[config.mk]
export PLATFORM = sky130hd
export DESIGN_NAME = dcache_miss_ctrl_flat
export DESIGN_NICKNAME = d
export VERILOG_FILES = /design/src/dcache_pkg.sv /design/src/dcache_req_if.sv /design/src/dcache_miss_ctrl.sv /design/src/flat_wrapper.sv
export SDC_FILE = /design/constraint.sdc
export NUM_CORES = 1
export LEC_CHECK = 0
export ABC_AREA = 0
export BUFFER_PORTS_ARGS = -buffer_cell sky130_fd_sc_hd__buf_2
export CORE_AREA = 3 3 321 323
export DETAILED_ROUTE_END_ITERATION = 16
export DIE_AREA = 0 0 324 326
export GPL_TIMING_DRIVEN = 0
export PLACE_DENSITY = 0.31
export SYNTH_ARGS = -nofsm -noshare
export SYNTH_HDL_FRONTEND = slang
export SYNTH_SLANG_ARGS = --single-unit
[constraint.sdc]
create_clock -name clk -period 6.25 [get_ports clk]
set_input_delay 1.25 -clock clk [delete_from_list [all_inputs] [get_ports clk]]
set_output_delay 1.25 -clock clk [all_outputs]
set_load 0.05 [all_outputs]
[src/dcache_pkg.sv]
`default_nettype none

package dcache_pkg;

    ////////////////////
    // cache geometry
    ////////////////////

    localparam int DC_WORD_W     = 32;  // cpu data word
    localparam int DC_ADDR_W     = 32;  // cpu byte address
    localparam int DC_LINE_WORDS = 4;
    localparam int DC_OFFSET_W   = 2;   // word within a line

    // two ways only, the lru is a single bit per set
    localparam int DC_WAYS = 2;

    localparam int DC_BYTE_OFF_W  = $clog2(DC_WORD_W / 8);
    localparam int DC_LINE_W      = DC_WORD_W * DC_LINE_WORDS;
    localparam int DC_LINE_ADDR_W = DC_ADDR_W - DC_OFFSET_W - DC_BYTE_OFF_W; // 28 bits

    ////////////////////
    // line layout
    ////////////////////

    // flat on the memory port and in the data arrays,
    // word by word for offset select and write-hit merge
    typedef union packed {
        logic [DC_LINE_W-1:0]                    flat;
        logic [DC_LINE_WORDS-1:0][DC_WORD_W-1:0] words;
    } dc_line_u;

endpackage

`default_nettype wire

[src/dcache_req_if.sv]
`timescale 1ns/100ps
`default_nettype none

// request held in the lookup register, seen by compare stage and miss controller
interface dcache_req_if;

    logic                             valid;  // live request in lookup register
    logic                             we;
    logic [dcache_pkg::DC_ADDR_W-1:0] addr;
    logic [dcache_pkg::DC_WORD_W-1:0] wdata;

    modport src (
        output valid,
        output we,
        output addr,
        output wdata
    );

    modport dst (
        input valid,
        input we,
        input addr,
        input wdata
    );

endinterface

`default_nettype wire

[src/dcache_miss_ctrl.sv]
`timescale 1ns/100ps
`default_nettype none

module dcache_miss_ctrl #(
    parameter  int NUM_SETS = 16,
    localparam int IDX_W    = $clog2(NUM_SETS),
    localparam int TAG_W    = dcache_pkg::DC_LINE_ADDR_W - IDX_W
) (
    input  logic                                           clk,
    input  logic                                           rst_n,
    dcache_req_if.dst                                      rq,
    input  logic                                           miss,
    input  logic                                           victim_way,
    input  logic [dcache_pkg::DC_WAYS-1:0][TAG_W-1:0]      tags,
    input  logic [dcache_pkg::DC_WAYS-1:0]                 valids,
    input  logic [dcache_pkg::DC_WAYS-1:0]                 dirties,
    input  dcache_pkg::dc_line_u [dcache_pkg::DC_WAYS-1:0] lines,
    input  logic                                           mem_done,
    input  dcache_pkg::dc_line_u                           mem_rdata,
    output logic                                           hold,
    output logic                                           fill_we,
    output logic                                           fill_way,
    output dcache_pkg::dc_line_u                           fill_line,
    output logic [TAG_W-1:0]                               fill_tag,
    output logic                                           mem_req,
    output logic                                           mem_we,
    output logic [dcache_pkg::DC_LINE_ADDR_W-1:0]          mem_addr,
    output dcache_pkg::dc_line_u                           mem_wdata
);

    localparam logic [1:0] ST_IDLE        = 2'd0;
    localparam logic [1:0] ST_WB_WAIT     = 2'd1;  // victim write-back in flight
    localparam logic [1:0] ST_REFILL_WAIT = 2'd2;
    localparam logic [1:0] ST_FILL        = 2'd3;

    logic [1:0]                          state;
    logic                                victim_dirty;
    logic [dcache_pkg::DC_LINE_ADDR_W-1:0] req_line;
    logic [IDX_W-1:0]                    idx;

    assign req_line     = rq.addr[dcache_pkg::DC_ADDR_W-1 -: dcache_pkg::DC_LINE_ADDR_W];
    assign idx          = req_line[IDX_W-1:0];
    assign victim_dirty = valids[victim_way] && dirties[victim_way];

    // stall starts in the very cycle the miss shows up
    assign hold     = (state != ST_IDLE) || miss;
    assign fill_we  = (state == ST_FILL);
    assign fill_tag = req_line[dcache_pkg::DC_LINE_ADDR_W-1 -: TAG_W];

    ////////////////////
    // fsm
    ////////////////////

    always_ff @(posedge clk) begin
        if (!rst_n) begin
            state   <= ST_IDLE;
            mem_req <= 1'b0;
            mem_we  <= 1'b0;
        end else begin
            mem_req <= 1'b0;  // single-cycle strobe
            case (state)
                ST_IDLE: begin
                    if (miss) begin
                        mem_req <= 1'b1;
                        if (victim_dirty) begin
                            mem_we <= 1'b1;
                            state  <= ST_WB_WAIT;
                        end else begin
                            mem_we <= 1'b0;
                            state  <= ST_REFILL_WAIT;
                        end
                    end
                end
                ST_WB_WAIT: begin
                    if (mem_done) begin
                        mem_req <= 1'b1;  // now the refill read
                        mem_we  <= 1'b0;
                        state   <= ST_REFILL_WAIT;
                    end
                end
                ST_REFILL_WAIT: begin
                    if (mem_done) begin
                        state <= ST_FILL;
                    end
                end
                default: begin
                    state <= ST_IDLE;  // fill done, replay follows
                end
            endcase
        end
    end

    ////////////////////
    // miss payload
    ////////////////////

    always_ff @(posedge clk) begin
        case (state)
            ST_IDLE: begin
                if (miss) begin
                    fill_way  <= victim_way;
                    mem_wdata <= lines[victim_way];
                    // dirty victim goes back to its own line address
                    mem_addr  <= victim_dirty ? {tags[victim_way], idx} : req_line;
                end
            end
            ST_WB_WAIT: begin
                if (mem_done) begin
                    mem_addr <= req_line;
                end
            end
            ST_REFILL_WAIT: begin
                if (mem_done) begin
                    fill_line <= mem_rdata;
                end
            end
            default: begin
            end
        endcase
    end

    a_done_only_when_waiting: assert property (
        @(posedge clk) disable iff (!rst_n)
        mem_done |-> (state == ST_WB_WAIT || state == ST_REFILL_WAIT)
    );

endmodule

`default_nettype wire

[src/flat_wrapper.sv]
// flat-port wrapper written by rule: the top's interface ports become plain ports
module dcache_miss_ctrl_flat 
#(
    parameter  int NUM_SETS = 16,
    localparam int IDX_W    = $clog2(NUM_SETS),
    localparam int TAG_W    = dcache_pkg::DC_LINE_ADDR_W - IDX_W
)
  (clk, rst_n, miss, victim_way, tags, valids, dirties, lines, mem_done, mem_rdata, hold, fill_we, fill_way, fill_line, fill_tag, mem_req, mem_we, mem_addr, mem_wdata, rq_valid, rq_we, rq_addr, rq_wdata);
  dcache_req_if rq_i ();
  input  logic clk;
  input  logic rst_n;
  input  logic miss;
  input  logic victim_way;
  input  logic [dcache_pkg::DC_WAYS-1:0][TAG_W-1:0] tags;
  input  logic [dcache_pkg::DC_WAYS-1:0] valids;
  input  logic [dcache_pkg::DC_WAYS-1:0] dirties;
  input  dcache_pkg::dc_line_u [dcache_pkg::DC_WAYS-1:0] lines;
  input  logic mem_done;
  input  dcache_pkg::dc_line_u mem_rdata;
  output logic hold;
  output logic fill_we;
  output logic fill_way;
  output dcache_pkg::dc_line_u fill_line;
  output logic [TAG_W-1:0] fill_tag;
  output logic mem_req;
  output logic mem_we;
  output logic [dcache_pkg::DC_LINE_ADDR_W-1:0] mem_addr;
  output dcache_pkg::dc_line_u mem_wdata;
  input wire logic [$bits(rq_i.valid)-1:0] rq_valid;
  input wire logic [$bits(rq_i.we)-1:0] rq_we;
  input wire logic [$bits(rq_i.addr)-1:0] rq_addr;
  input wire logic [$bits(rq_i.wdata)-1:0] rq_wdata;
  assign rq_i.valid = rq_valid;
  assign rq_i.we = rq_we;
  assign rq_i.addr = rq_addr;
  assign rq_i.wdata = rq_wdata;
  dcache_miss_ctrl #(.NUM_SETS(NUM_SETS)) u_core (.clk(clk), .rst_n(rst_n), .rq(rq_i), .miss(miss), .victim_way(victim_way), .tags(tags), .valids(valids), .dirties(dirties), .lines(lines), .mem_done(mem_done), .mem_rdata(mem_rdata), .hold(hold), .fill_we(fill_we), .fill_way(fill_way), .fill_line(fill_line), .fill_tag(fill_tag), .mem_req(mem_req), .mem_we(mem_we), .mem_addr(mem_addr), .mem_wdata(mem_wdata));
endmodule
==> flow_metrics.env <==
export IMPL_outcome="finished clean"
export IMPL_synthTopCellsByArea="edfxtp_1 (77%), mux2_2 (18%), buf_4 (1.6%)"
export IMPL_synthArstFlopShare=0
export IMPL_yosysWarnings=0
export IMPL_power_density_nw_per_um2=413.6
export IMPL_hold_viol=0
export IMPL_max_freq_mhz=296.7
export IMPL_pwr_share_comb=0.331
export IMPL_netlist_area_um2=11160
export IMPL_die_area_um2=105600
export IMPL_hold_path_class="reg2reg"
export IMPL_grt_pass1_vias=9027
export IMPL_die_x_um=324
export IMPL_detail_route_iter0_violations=291
export IMPL_vias_per_cell=3.036
export IMPL_drt_wl_total_um=47910
export IMPL_syn_nets=1049
export IMPL_end_kind="output port"
export IMPL_drv_slew=0
export IMPL_grt_use_total=0.08579
export IMPL_grt_max_degree=67
export IMPL_drtAntennaViolNets=0
export IMPL_peakVddDrop_v=0.0002198
export IMPL_finalCritPeriodShare=0.5393
export IMPL_area_growth_pct=62.36
export IMPL_clkPwrFrac=0.303
export IMPL_cp_required_ns=5.00
export IMPL_switchingPower_mw=2.925
export IMPL_clk_pin_slew_ns=0.05
export IMPL_rsz0062_at_grt="no"
export IMPL_mostFrequentLayoutCells="buf_2 (797), edfxtp_1 (285), mux2_2 (174)"
export IMPL_cts_hold_buffers=0
export IMPL_synth_main_ff_cell="edfxtp_1"
export IMPL_drive_above_1_share=0.7638
export IMPL_netlist_area_leader_share=0.7670
export IMPL_grt_antenna_before_repair=8
export IMPL_ctsResizeCount=0
export IMPL_post_route_min_period_ns=3.371
export IMPL_num_rows=116
export IMPL_routedWlPerCell_um=17.77
export IMPL_synth_edf_count=285
export IMPL_cts_max_level=2
export IMPL_place_congestion=0.7912
export IMPL_reg2reg_setup_slack_ns=3.97
export IMPL_p_int_mw=4.568
export IMPL_power_share_sequential=0.366
export IMPL_crit_type="in2out"
export IMPL_yosys_area_top_type="edfxtp_1"
export IMPL_io_pins=820
export IMPL_worstSetupStartpointType="input port"
export IMPL_core_area_um2=100100
export IMPL_fin_nets=1877
export IMPL_start_util=0.1114
export IMPL_post_cts_setup_buffers=0
export IMPL_swShare=0.3904
export IMPL_grt_pass1_wl_um=64450
export IMPL_die_height_um=326
export IMPL_cts_buffer_depth=3
export IMPL_clkLatencyLatePin_ns=0.56
export IMPL_drv_cap=0
export IMPL_holdWs_ns=0.5321
export IMPL_setup_viol=0
export IMPL_critical_path_arrival_ns=2.12
export IMPL_crit_path_max_fanout=4
export IMPL_netlist_instances=538
export IMPL_static_leakage_power_nw=7.442
export IMPL_yosysUniqueCellTypes=27
export IMPL_clkSinkCount=289
export IMPL_syn_area_per_cell_um2=20.74
export IMPL_cts_tree="yes"
export IMPL_clock_skew_ns=0.01290
export IMPL_root_buffer="clkbuf_16"
export IMPL_yosys_register_bits=289
export IMPL_instances_no_fill=2696
export IMPL_drtPass1Iterations=4
export IMPL_layout_commonest_cell="buf_2"
export IMPL_grt_overflow=0
export IMPL_slew_headroom=0.6521
export IMPL_synth_seq_area_share=0.7742
export IMPL_place_hpwl_um=38520
export IMPL_dp_cells=2622
export IMPL_via_count=8186
export IMPL_worst_slew_pin_slew_ns=0.5219
export IMPL_cts_buffers=40
export IMPL_drcViolationCount=0
export IMPL_port_buffers=781
worst max-delay path, stage by stage:
cell and delay, ns:
buf_2 0.10, nor2b_1 0.33, inv_1 0.15, buf_2 0.27
power groups by stage:
stage | Sequential [mW] | Clock, mW | Combinational (mW)
4_1_cts | 2.75 | 2.41 | 2.54
3_5_place_dp | 2.79 | 0 | 2.54
3_3_place_gp | 2.88 | 0 | 2.47
2_1_floorplan | 4.12 | 0 | 0.402
5_1_grt | 2.78 | 2.46 | 2.61
6_report | 2.75 | 2.27 | 2.48
through the flow:
stage                     utilization  setup WS [ns]  setup TNS [ns]  total power [mW]  instance area, µm²
after CTS                      0.1808          2.816               0             7.704               18100
after global placement         0.1667        -0.9514         -147.24             5.346               16690
after floorplan                     -          1.540               0             4.525               11160
final                          0.1809          2.879               0             7.494               18120
after detailed placement       0.1681          2.832               0             5.324               16830
after global routing           0.1808          2.657               0             7.856               18110
synthesized netlist by cell type (2+ instances only):
cell type	number
edfxtp_1	285
buf_2	16
buf_4	24
and2_1	3
mux2_2	174
buf_6	3
mux2_1	2
ha_1	4
inv_1	4
dfxtp_1	4
nor2b_1	2
o21a_1	2
final timing paths:
kind,end,from,cells after the start
worst min-delay path,u_core.state[1],u_core.state[1],2
worst max register to register,u_core.mem_wdata[72],u_core.state[1],5
worst max-delay path,hold,miss,4
worst min register to register,u_core.state[1],u_core.state[1],2
metal layers:
layer,routed length (µm),global-route usage,vias to the layer above
met3,4925,0.03448,62
li1,-,-,3774
met2,25450,0.1621,455
met5,13,0,-
met1,16290,0.08294,3893
met4,1225,0.03058,2
flip-flops by register name (all words and copies together), names as in the netlist:
signal / count
u_core.mem_we: 1
u_core.mem_addr: 28
u_core.mem_req: 1
u_core.mem_wdata: 128
u_core.fill_way: 1
u_core.fill_line: 128
u_core.state: 2
kinds of logic after synthesis:
logic type | after synthesis | share of synthesized area
adder cells (fa/ha/maj) | 4 | 0.004485
buffers and inverters | 47 | 0.02770
AO/OA/AOI/OAI | 11 | 0.008187
AND/OR/NAND/NOR | 10 | 0.006952
flip-flops | 289 | 0.7742
multiplexers | 177 | 0.1785
area by class of cell:
type | instances | area (µm²)
Multi-Input combinational cell | 202 | 2223
Clock inverter | 20 | 235.2
Inverter | 4 | 15.01
Antenna cell | 5 | 12.51
Buffer | 43 | 294.0
Timing Repair Buffer | 786 | 4039
Sequential cell | 289 | 8638
Fill cell | 11040 | 82030
Clock buffer | 49 | 1035
Tap cell | 1298 | 1624
Power figures use the tool's default switching activity.
