===== config.mk =====
export PLATFORM = sky130hd
export DESIGN_NAME = dcache_hit_check_flat
export DESIGN_NICKNAME = d
export VERILOG_FILES = /design/src/dcache_pkg.sv /design/src/dcache_req_if.sv /design/src/dcache_hit_check.sv /design/src/flat_wrapper.sv
export SDC_FILE = /design/constraint.sdc
export NUM_CORES = 1
export LEC_CHECK = 0
export BUFFER_PORTS_ARGS = -buffer_cell sky130_fd_sc_hd__clkbuf_2
export CORE_AREA = 4 4 210 212
export DETAILED_ROUTE_END_ITERATION = 12
export DIE_AREA = 0 0 214 216
export SYNTH_ARGS = -nofsm -noshare
export SYNTH_HDL_FRONTEND = slang
export SYNTH_SLANG_ARGS = --single-unit

===== constraint.sdc =====
create_clock -name clk -period 4.42 [get_ports clk]
set_input_delay 0.442 -clock clk [delete_from_list [all_inputs] [get_ports clk]]
set_output_delay 0.442 -clock clk [all_outputs]
set_load 0.02 [all_outputs]

===== src/dcache_pkg.sv =====
`default_nettype none

package dcache_pkg;

    ////////////////////
    // cache geometry
    ////////////////////

    localparam int DC_WORD_W     = 32;  // cpu data word
    localparam int DC_ADDR_W     = 32;  // cpu byte address
    localparam int DC_LINE_WORDS = 4;
    localparam int DC_OFFSET_W   = 2;   // word within a line

    // two ways only, the lru is a single bit per set
    localparam int DC_WAYS = 2;

    localparam int DC_BYTE_OFF_W  = $clog2(DC_WORD_W / 8);
    localparam int DC_LINE_W      = DC_WORD_W * DC_LINE_WORDS;
    localparam int DC_LINE_ADDR_W = DC_ADDR_W - DC_OFFSET_W - DC_BYTE_OFF_W; // 28 bits

    ////////////////////
    // line layout
    ////////////////////

    // flat on the memory port and in the data arrays,
    // word by word for offset select and write-hit merge
    typedef union packed {
        logic [DC_LINE_W-1:0]                    flat;
        logic [DC_LINE_WORDS-1:0][DC_WORD_W-1:0] words;
    } dc_line_u;

endpackage

`default_nettype wire


===== src/dcache_req_if.sv =====
`timescale 1ns/100ps
`default_nettype none

// request held in the lookup register, seen by compare stage and miss controller
interface dcache_req_if;

    logic                             valid;  // live request in lookup register
    logic                             we;
    logic [dcache_pkg::DC_ADDR_W-1:0] addr;
    logic [dcache_pkg::DC_WORD_W-1:0] wdata;

    modport src (
        output valid,
        output we,
        output addr,
        output wdata
    );

    modport dst (
        input valid,
        input we,
        input addr,
        input wdata
    );

endinterface

`default_nettype wire


===== src/dcache_hit_check.sv =====
`timescale 1ns/100ps
`default_nettype none

module dcache_hit_check #(
    parameter  int NUM_SETS = 16,
    localparam int TAG_W    = dcache_pkg::DC_LINE_ADDR_W - $clog2(NUM_SETS)
) (
    input  logic                                           clk,
    input  logic                                           rst_n,
    dcache_req_if.dst                                      rq,
    input  logic [dcache_pkg::DC_WAYS-1:0][TAG_W-1:0]      tags,
    input  logic [dcache_pkg::DC_WAYS-1:0]                 valids,
    input  logic                                           lru,
    input  dcache_pkg::dc_line_u [dcache_pkg::DC_WAYS-1:0] lines,
    output logic                                           hit_we,
    output logic                                           hit_way,
    output dcache_pkg::dc_line_u                           hit_line,
    output logic                                           miss,
    output logic                                           victim_way,
    output logic                                           resp_valid,
    output logic [dcache_pkg::DC_WORD_W-1:0]               rdata
);

    logic [TAG_W-1:0]                  req_tag;
    logic [dcache_pkg::DC_OFFSET_W-1:0] off;
    logic [dcache_pkg::DC_WAYS-1:0]    way_hit;
    logic                              hit;
    dcache_pkg::dc_line_u              sel_line;

    assign req_tag = rq.addr[dcache_pkg::DC_ADDR_W-1 -: TAG_W];
    assign off     = rq.addr[dcache_pkg::DC_BYTE_OFF_W +: dcache_pkg::DC_OFFSET_W];

    ////////////////////
    // tag compare
    ////////////////////

    always_comb begin
        for (int w = 0; w < dcache_pkg::DC_WAYS; w++) begin
            way_hit[w] = valids[w] && (tags[w] == req_tag);
        end
    end

    assign hit     = |way_hit;
    assign hit_way = way_hit[1];
    assign miss    = rq.valid && !hit;

    // invalid way first, otherwise the lru way
    assign victim_way = !valids[0] ? 1'b0 : (!valids[1] ? 1'b1 : lru);

    assign sel_line = lines[hit_way];

    // write hit: merge one word into the hit line
    always_comb begin
        hit_line            = sel_line;
        hit_line.words[off] = rq.wdata;
    end

    assign hit_we = rq.valid && rq.we && hit;

    ////////////////////
    // response register
    ////////////////////

    always_ff @(posedge clk) begin
        if (!rst_n) begin
            resp_valid <= 1'b0;
        end else begin
            resp_valid <= rq.valid && hit;  // reads and writes alike
        end
    end

    always_ff @(posedge clk) begin
        if (rq.valid && hit && !rq.we) begin
            rdata <= sel_line.words[off];
        end
    end

    // a fill only ever targets a way that missed
    a_single_way_hit: assert property (
        @(posedge clk) disable iff (!rst_n) rq.valid |-> !(&way_hit)
    );

endmodule

`default_nettype wire


===== src/flat_wrapper.sv =====
// flat-port wrapper written by rule: the top's interface ports become plain ports
module dcache_hit_check_flat 
#(
    parameter  int NUM_SETS = 16,
    localparam int TAG_W    = dcache_pkg::DC_LINE_ADDR_W - $clog2(NUM_SETS)
)
  (clk, rst_n, tags, valids, lru, lines, hit_we, hit_way, hit_line, miss, victim_way, resp_valid, rdata, rq_valid, rq_we, rq_addr, rq_wdata);
  dcache_req_if rq_i ();
  input  logic clk;
  input  logic rst_n;
  input  logic [dcache_pkg::DC_WAYS-1:0][TAG_W-1:0] tags;
  input  logic [dcache_pkg::DC_WAYS-1:0] valids;
  input  logic lru;
  input  dcache_pkg::dc_line_u [dcache_pkg::DC_WAYS-1:0] lines;
  output logic hit_we;
  output logic hit_way;
  output dcache_pkg::dc_line_u hit_line;
  output logic miss;
  output logic victim_way;
  output logic resp_valid;
  output logic [dcache_pkg::DC_WORD_W-1:0] rdata;
  input wire logic [$bits(rq_i.valid)-1:0] rq_valid;
  input wire logic [$bits(rq_i.we)-1:0] rq_we;
  input wire logic [$bits(rq_i.addr)-1:0] rq_addr;
  input wire logic [$bits(rq_i.wdata)-1:0] rq_wdata;
  assign rq_i.valid = rq_valid;
  assign rq_i.we = rq_we;
  assign rq_i.addr = rq_addr;
  assign rq_i.wdata = rq_wdata;
  dcache_hit_check #(.NUM_SETS(NUM_SETS)) u_core (.clk(clk), .rst_n(rst_n), .rq(rq_i), .tags(tags), .valids(valids), .lru(lru), .lines(lines), .hit_we(hit_we), .hit_way(hit_way), .hit_line(hit_line), .miss(miss), .victim_way(victim_way), .resp_valid(resp_valid), .rdata(rdata));
endmodule

==> results of run 1 <==
[worst paths after layout]
| check | end | cells past startpoint | start | slack, ns |
|---|---|---|---|---|
| max | hit_line[87] | 8 | rq_addr[9] | 1.10 |
| min | u_core.resp_valid | 2 | rst_n | 0.36 |
[cell families after synthesis]
group	count (synthesis)	synth area share, %
muxes	96	28.3
xor gates and xnor gates	48	6.23
AOI/OAI and AO/OA	258	21.6
DFF	33	14.5
and+or+nand+nor	285	21.8
buffers and inverters	116	7.51
[layout make-up]
class / count / area, um^2
clock buffers: 5 / 125
clock inverters: 3 / 12.5
repair buffers: 551 / 2870
flip-flops and latches: 33 / 981
fillers: 4653 / 32000
inverters: 1 / 3.75
multi-input cells: 687 / 5330
well taps: 539 / 674
[through the flow]
step	hold slack (ns)	area [um^2]	std cells	setup slack, ns
after floorplan	0.598	6760	836	0.967
after global placement	0.685	9860	1811	1.14
after detailed placement	0.693	9860	1811	1.12
after CTS	0.327	9990	1819	1.12
after global routing	0.357	9990	1819	0.993
final	0.364	9990	1819	1.10
[layer usage]
metal | up-vias | wire length, um | GRT usage (%)
met3 | 123 | 3560 | 3.87
met1 | 4634 | 16600 | 20.9
li1 | 4234 | - | -
met2 | 712 | 19300 | 27.0
met4 | 0 | 1460 | 6.44
met5 | - | 0 | 0
[layout by cell type, fill, tap and decap left out, types with 2 or more instances in the layout]
cell,n
a31oi_1,128
nor2_1,128
nand4_1,131
clkbuf_16,5
and3b_1,2
edfxtp_1,32
nand2_1,2
clkbuf_2,531
mux2_2,3
nand2b_4,2
clkinv_1,2
xnor2_1,14
buf_12,5
mux2_4,29
buf_4,15
xor2_1,34
mux4_2,64
nand3_1,2
o21ai_0,128
nor4_1,7
[worst max-delay path: cells and delay by family]
family	cells	cell delay (ns)
AO/OA/AOI/OAI	1	0.36
XOR/XNOR	1	0.16
buffers and inverters	3	0.61
AND/OR/NAND/NOR	3	1.21
[registers in the layout, indices dropped and copies added (netlist names)]
name	cells
u_core.rdata	32
u_core.resp_valid	1
[power by group through the flow]
stage / Sequential, mW / Combinational, mW / Clock (mW)
final: 0.347 / 0.919 / 0.392
after global routing: 0.347 / 0.976 / 0.441
after CTS: 0.347 / 0.914 / 0.433
after detailed placement: 0.354 / 0.910 / 0
after global placement: 0.354 / 0.904 / 0
after floorplan: 0.354 / 0.486 / 0
==> results.ini, run 1 <==
[pwr]
power.switching_uw=712
p_sw_share_pct=42.9
combinationalPowerShare_pct=55.4
p_per_area_nw_per_um2=166
ir_drop_v=0.000108
seqPwrFrac_pct=20.9
leakagePower_nw=4.17
clkPwrFrac_pct=23.6
power_mw=1.66
internal_power_uw=946

[timing]
slew_violations=0
clock.fmax_mhz=301
finalCritPeriodShare_pct=75.2
slew_headroom_pct=26.5
hold_violations=0
setup_violations=0
final.setup.tns_ns=0
worst_slew_pin_slew_ns=1.10
grt_setup_unrepaired=no
fin_crit_ns=3.32

[synthesis]
synth_common_cells=nand4_1, a31oi_1, nor2_1, o21ai_0, clkbuf_1
syn_inst=836
synth.top_cell.area_share_pct=21.3
ys_ff_latch=33
synth_area_leader_cell=mux4_2
synth_area_um2=6750
yosysMostFrequentCell=nand4_1
synth_ff_type=edfxtp_1
yosysWarnings=0
syn_nets=1211
syn_avg_cell_area_um2=8.08
synth.area.top_cells=mux4_2, edfxtp_1, nand4_1, a31oi_1, o21ai_0
async_reset_ff_share_pct=0
yosysSeqAreaShare_pct=14.5
synth_edf_count=32
synth_cell_types=31

[critical_path]
path_common_cell=clkbuf_2
crit_path_top_delay_cell=nor4_1
cp_cell_sequence=clkbuf_2 -> xor2_1 -> nor4_1 -> and2_4 -> buf_12 -> nand4_1 -> a31oi_1 -> clkbuf_2
crit_required_ns=3.98
start_kind=input pin
slowest_delay_ns=0.63
cp_max_fo=59
endpoint_kind=output port
worstPathArrival_ns=2.88
crit_type=in -> out

[detailed_routing]
vias_per_cell=5.33
drt_wl_total_um=40900
drt_iter0_markers=938
drcViolationCount=0
ant_nets=0
routedWlPerCell_um=22.5
vias=9703
dr.pass1.iters=9

[global_route]
grt_pass1_wl_um=59300
grt_max_degree=129
globalRouteTotalUtil_pct=16.4
antenna_found_initial=0
grt_overflow=0
grt_pass1_vias=9513

[worst_hold_path]
hold_class=in -> reg

[placed_design]
io_buffers=533
gp_congestion=0.973
detailed_place_hpwl_um=30600

[layout]
fin_util_pct=23.8
nNetsFinal=1654
drive_gt1_share_pct=51.9
diodes=0
syn_to_final_growth_pct=48.0

[clocking]
cts_buffer_depth=2
cts_setup_buffers=0
cts_buffers=5
ctsHtreeMaxLevel=2
clk_pin_slew_ns=0.07
ctsHoldBuffers=0
cts_sinks=33
cts_root_buffer=clkbuf_16
cts_tree=built
cts_resized=0

[floorplan]
start_util_pct=16.1
std_cell_rows=75
ios=540
coreArea_um2=41900
die_w_um=214
die_area_um2=46200
die_h_um=216

[flow_run]
maxCapViolCount=0

[outcome]
status=finished clean

Note: power is estimated with default switching activity, not from simulation.
==> inputs of run 2 (changes only) <==
- clock period: 4.42 -> 2.8 ns (I/O delays scaled with it)
==> results.ini, run 2 (same netlist as run 1, synthesis figures left out) <==
[layout]
largest_reg_flops=32
regMostFlops=u_core.rdata
diodes=0
fin_util_pct=25.3
seq_area_um2=981
nNetsFinal=1696
reg_top3=u_core.rdata x32, u_core.resp_valid x1
postLayoutCellArea_um2=10600
drive_gt1_share_pct=53.9
layoutNonFillerInstCount=1861
fill_cells=4567
layout_commonest_cell=clkbuf_2
multiInputGateArea_um2=5370
syn_to_final_growth_pct=56.9
layout_common_cells=clkbuf_2, nand4_1, o21ai_0, nor2_1, a31oi_1

[detailed_routing]
drt_iter0_markers=1007
ant_nets=0
vias_per_cell=5.28
drt_wl_total_um=43500
drcViolationCount=0
routedWlPerCell_um=23.4
vias=9823
dr.pass1.iters=5

[clocking]
cts_buffer_depth=2
ctsHtreeMaxLevel=2
cts_buffers=5
cts_tree=built
ctsHoldBuffers=0
cts_root_buffer=clkbuf_16
clk_pin_slew_ns=0.07
cts_sinks=33

[pwr]
combinationalPowerShare_pct=54.3
p_sw_share_pct=41.3
leakagePower_nw=4.50
seqPwrFrac_pct=19.8
power_mw=2.76
power.switching_mw=1.14
clkPwrFrac_pct=25.9
p_per_area_nw_per_um2=261
ir_drop_v=0.000162
internal_power_mw=1.62

[floorplan]
std_cell_rows=75
die_w_um=214
start_util_pct=16.1
die_area_um2=46200
die_h_um=216
coreArea_um2=41900
ios=540

[worst_hold_path]
hold_start=rst_n
hold-path-cell-count=2
hold_path_end=u_core.resp_valid
hold_class=in -> reg

[global_route]
grt_max_degree=66
antenna_found_initial=2
grt_overflow=0
globalRouteTotalUtil_pct=17.3
grt_pass1_vias=9680
grt_pass1_wl_um=61900

[timing]
final.setup.tns_ns=0
worst_slew_pin_slew_ns=0.526
slew_violations=0
clock.fmax_mhz=368
grt_setup_unrepaired=yes
slew_headroom_pct=64.9
fin_crit_ns=2.72
finalCritPeriodShare_pct=97.1
hold_violations=0
setup_violations=0

[critical_path]
crit_required_ns=2.52
start_kind=input pin
crit_path_top_delay_cell=nor4_4
cp_num_buf_inv=6
slowest_delay_ns=0.29
crit_type=in -> out
cp_cell_sequence=clkbuf_2 -> xnor2_2 -> nand4_1 -> buf_4 -> nor4_4 -> buf_6 -> buf_16 -> buf_4 -> nand4_1 -> a31oi_1 -> clkbuf_2
critPathTopFamily=buffers and inverters
endpoint_kind=output port
crit_cells=11
worstPathArrival_ns=2.44
cp_max_fo=46

[placed_design]
io_buffers=533
dp.cells=1852
place_area_um2=10400
detailed_place_hpwl_um=34200
gp_congestion=0.996

[flow_run]
maxCapViolCount=0

[outcome]
status=finished clean

## run 2: changes by cell type in the layout (fill, tap and decap cells not counted), moves of 2 or more
cell | previous run | this run
buf_4 | 15 | 42
xnor2_2 | 0 | 5
xnor2_1 | 14 | 9
buf_16 | 0 | 2
buf_12 | 5 | 17
## run 2: routing by layer
layer	wire length, um	track usage (%)	vias to the layer above	part of all wire [%]
li1	-	-	4312	-
met1	17000	21.1	4718	39
met2	21100	29.6	695	48
met3	4100	4.80	94	9.4
met4	1280	5.86	4	2.9
met5	27	0	-	0.062
## run 2: how the worst max path moves through the flow
stage / startpoint / end
2_1_floorplan: tags[40] / u_core.rdata[0]
3_3_place_gp: rq_addr[26] / hit_line[86]
3_5_place_dp: rq_addr[26] / hit_line[55]
4_1_cts: rq_addr[16] / hit_line[55]
5_1_grt: rq_addr[26] / hit_line[9]
6_report: rq_addr[26] / hit_line[77]
## run 2: timing repair
action,CTS,global route
setup endpoints to repair,40,10
gates resized for setup,2,7
buffers inserted,0,0
cloned,0,1
## run 2: final cells by class
class	count	share of cell area [%]
Clock buffer	6	1.22
Tap cell	539	6.37
Timing Repair Buffer	593	32.1
Clock inverter	2	0.319
Inverter	1	0.0354
Multi-Input combinational cell	687	50.7
Sequential cell	33	9.26
## run 2: power by group through the flow
stage	Combinational [mW]	Clock (mW)	Sequential [mW]
after global placement	1.48	0	0.559
after CTS	1.49	0.758	0.548
final	1.50	0.715	0.548
after global routing	1.59	0.765	0.548
after detailed placement	1.49	0	0.559
after floorplan	0.770	0	0.559
## run 2: stage by stage
| stage | setup WS [ns] | hold WS (ns) |
|---|---|---|
| 3_3_place_gp | -0.0869 | 0.598 |
| 2_1_floorplan | -0.0695 | 0.436 |
| 3_5_place_dp | -0.0797 | 0.578 |
| 6_report | 0.0822 | 0.262 |
| 4_1_cts | 0.0830 | 0.225 |
| 5_1_grt | -0.0162 | 0.249 |
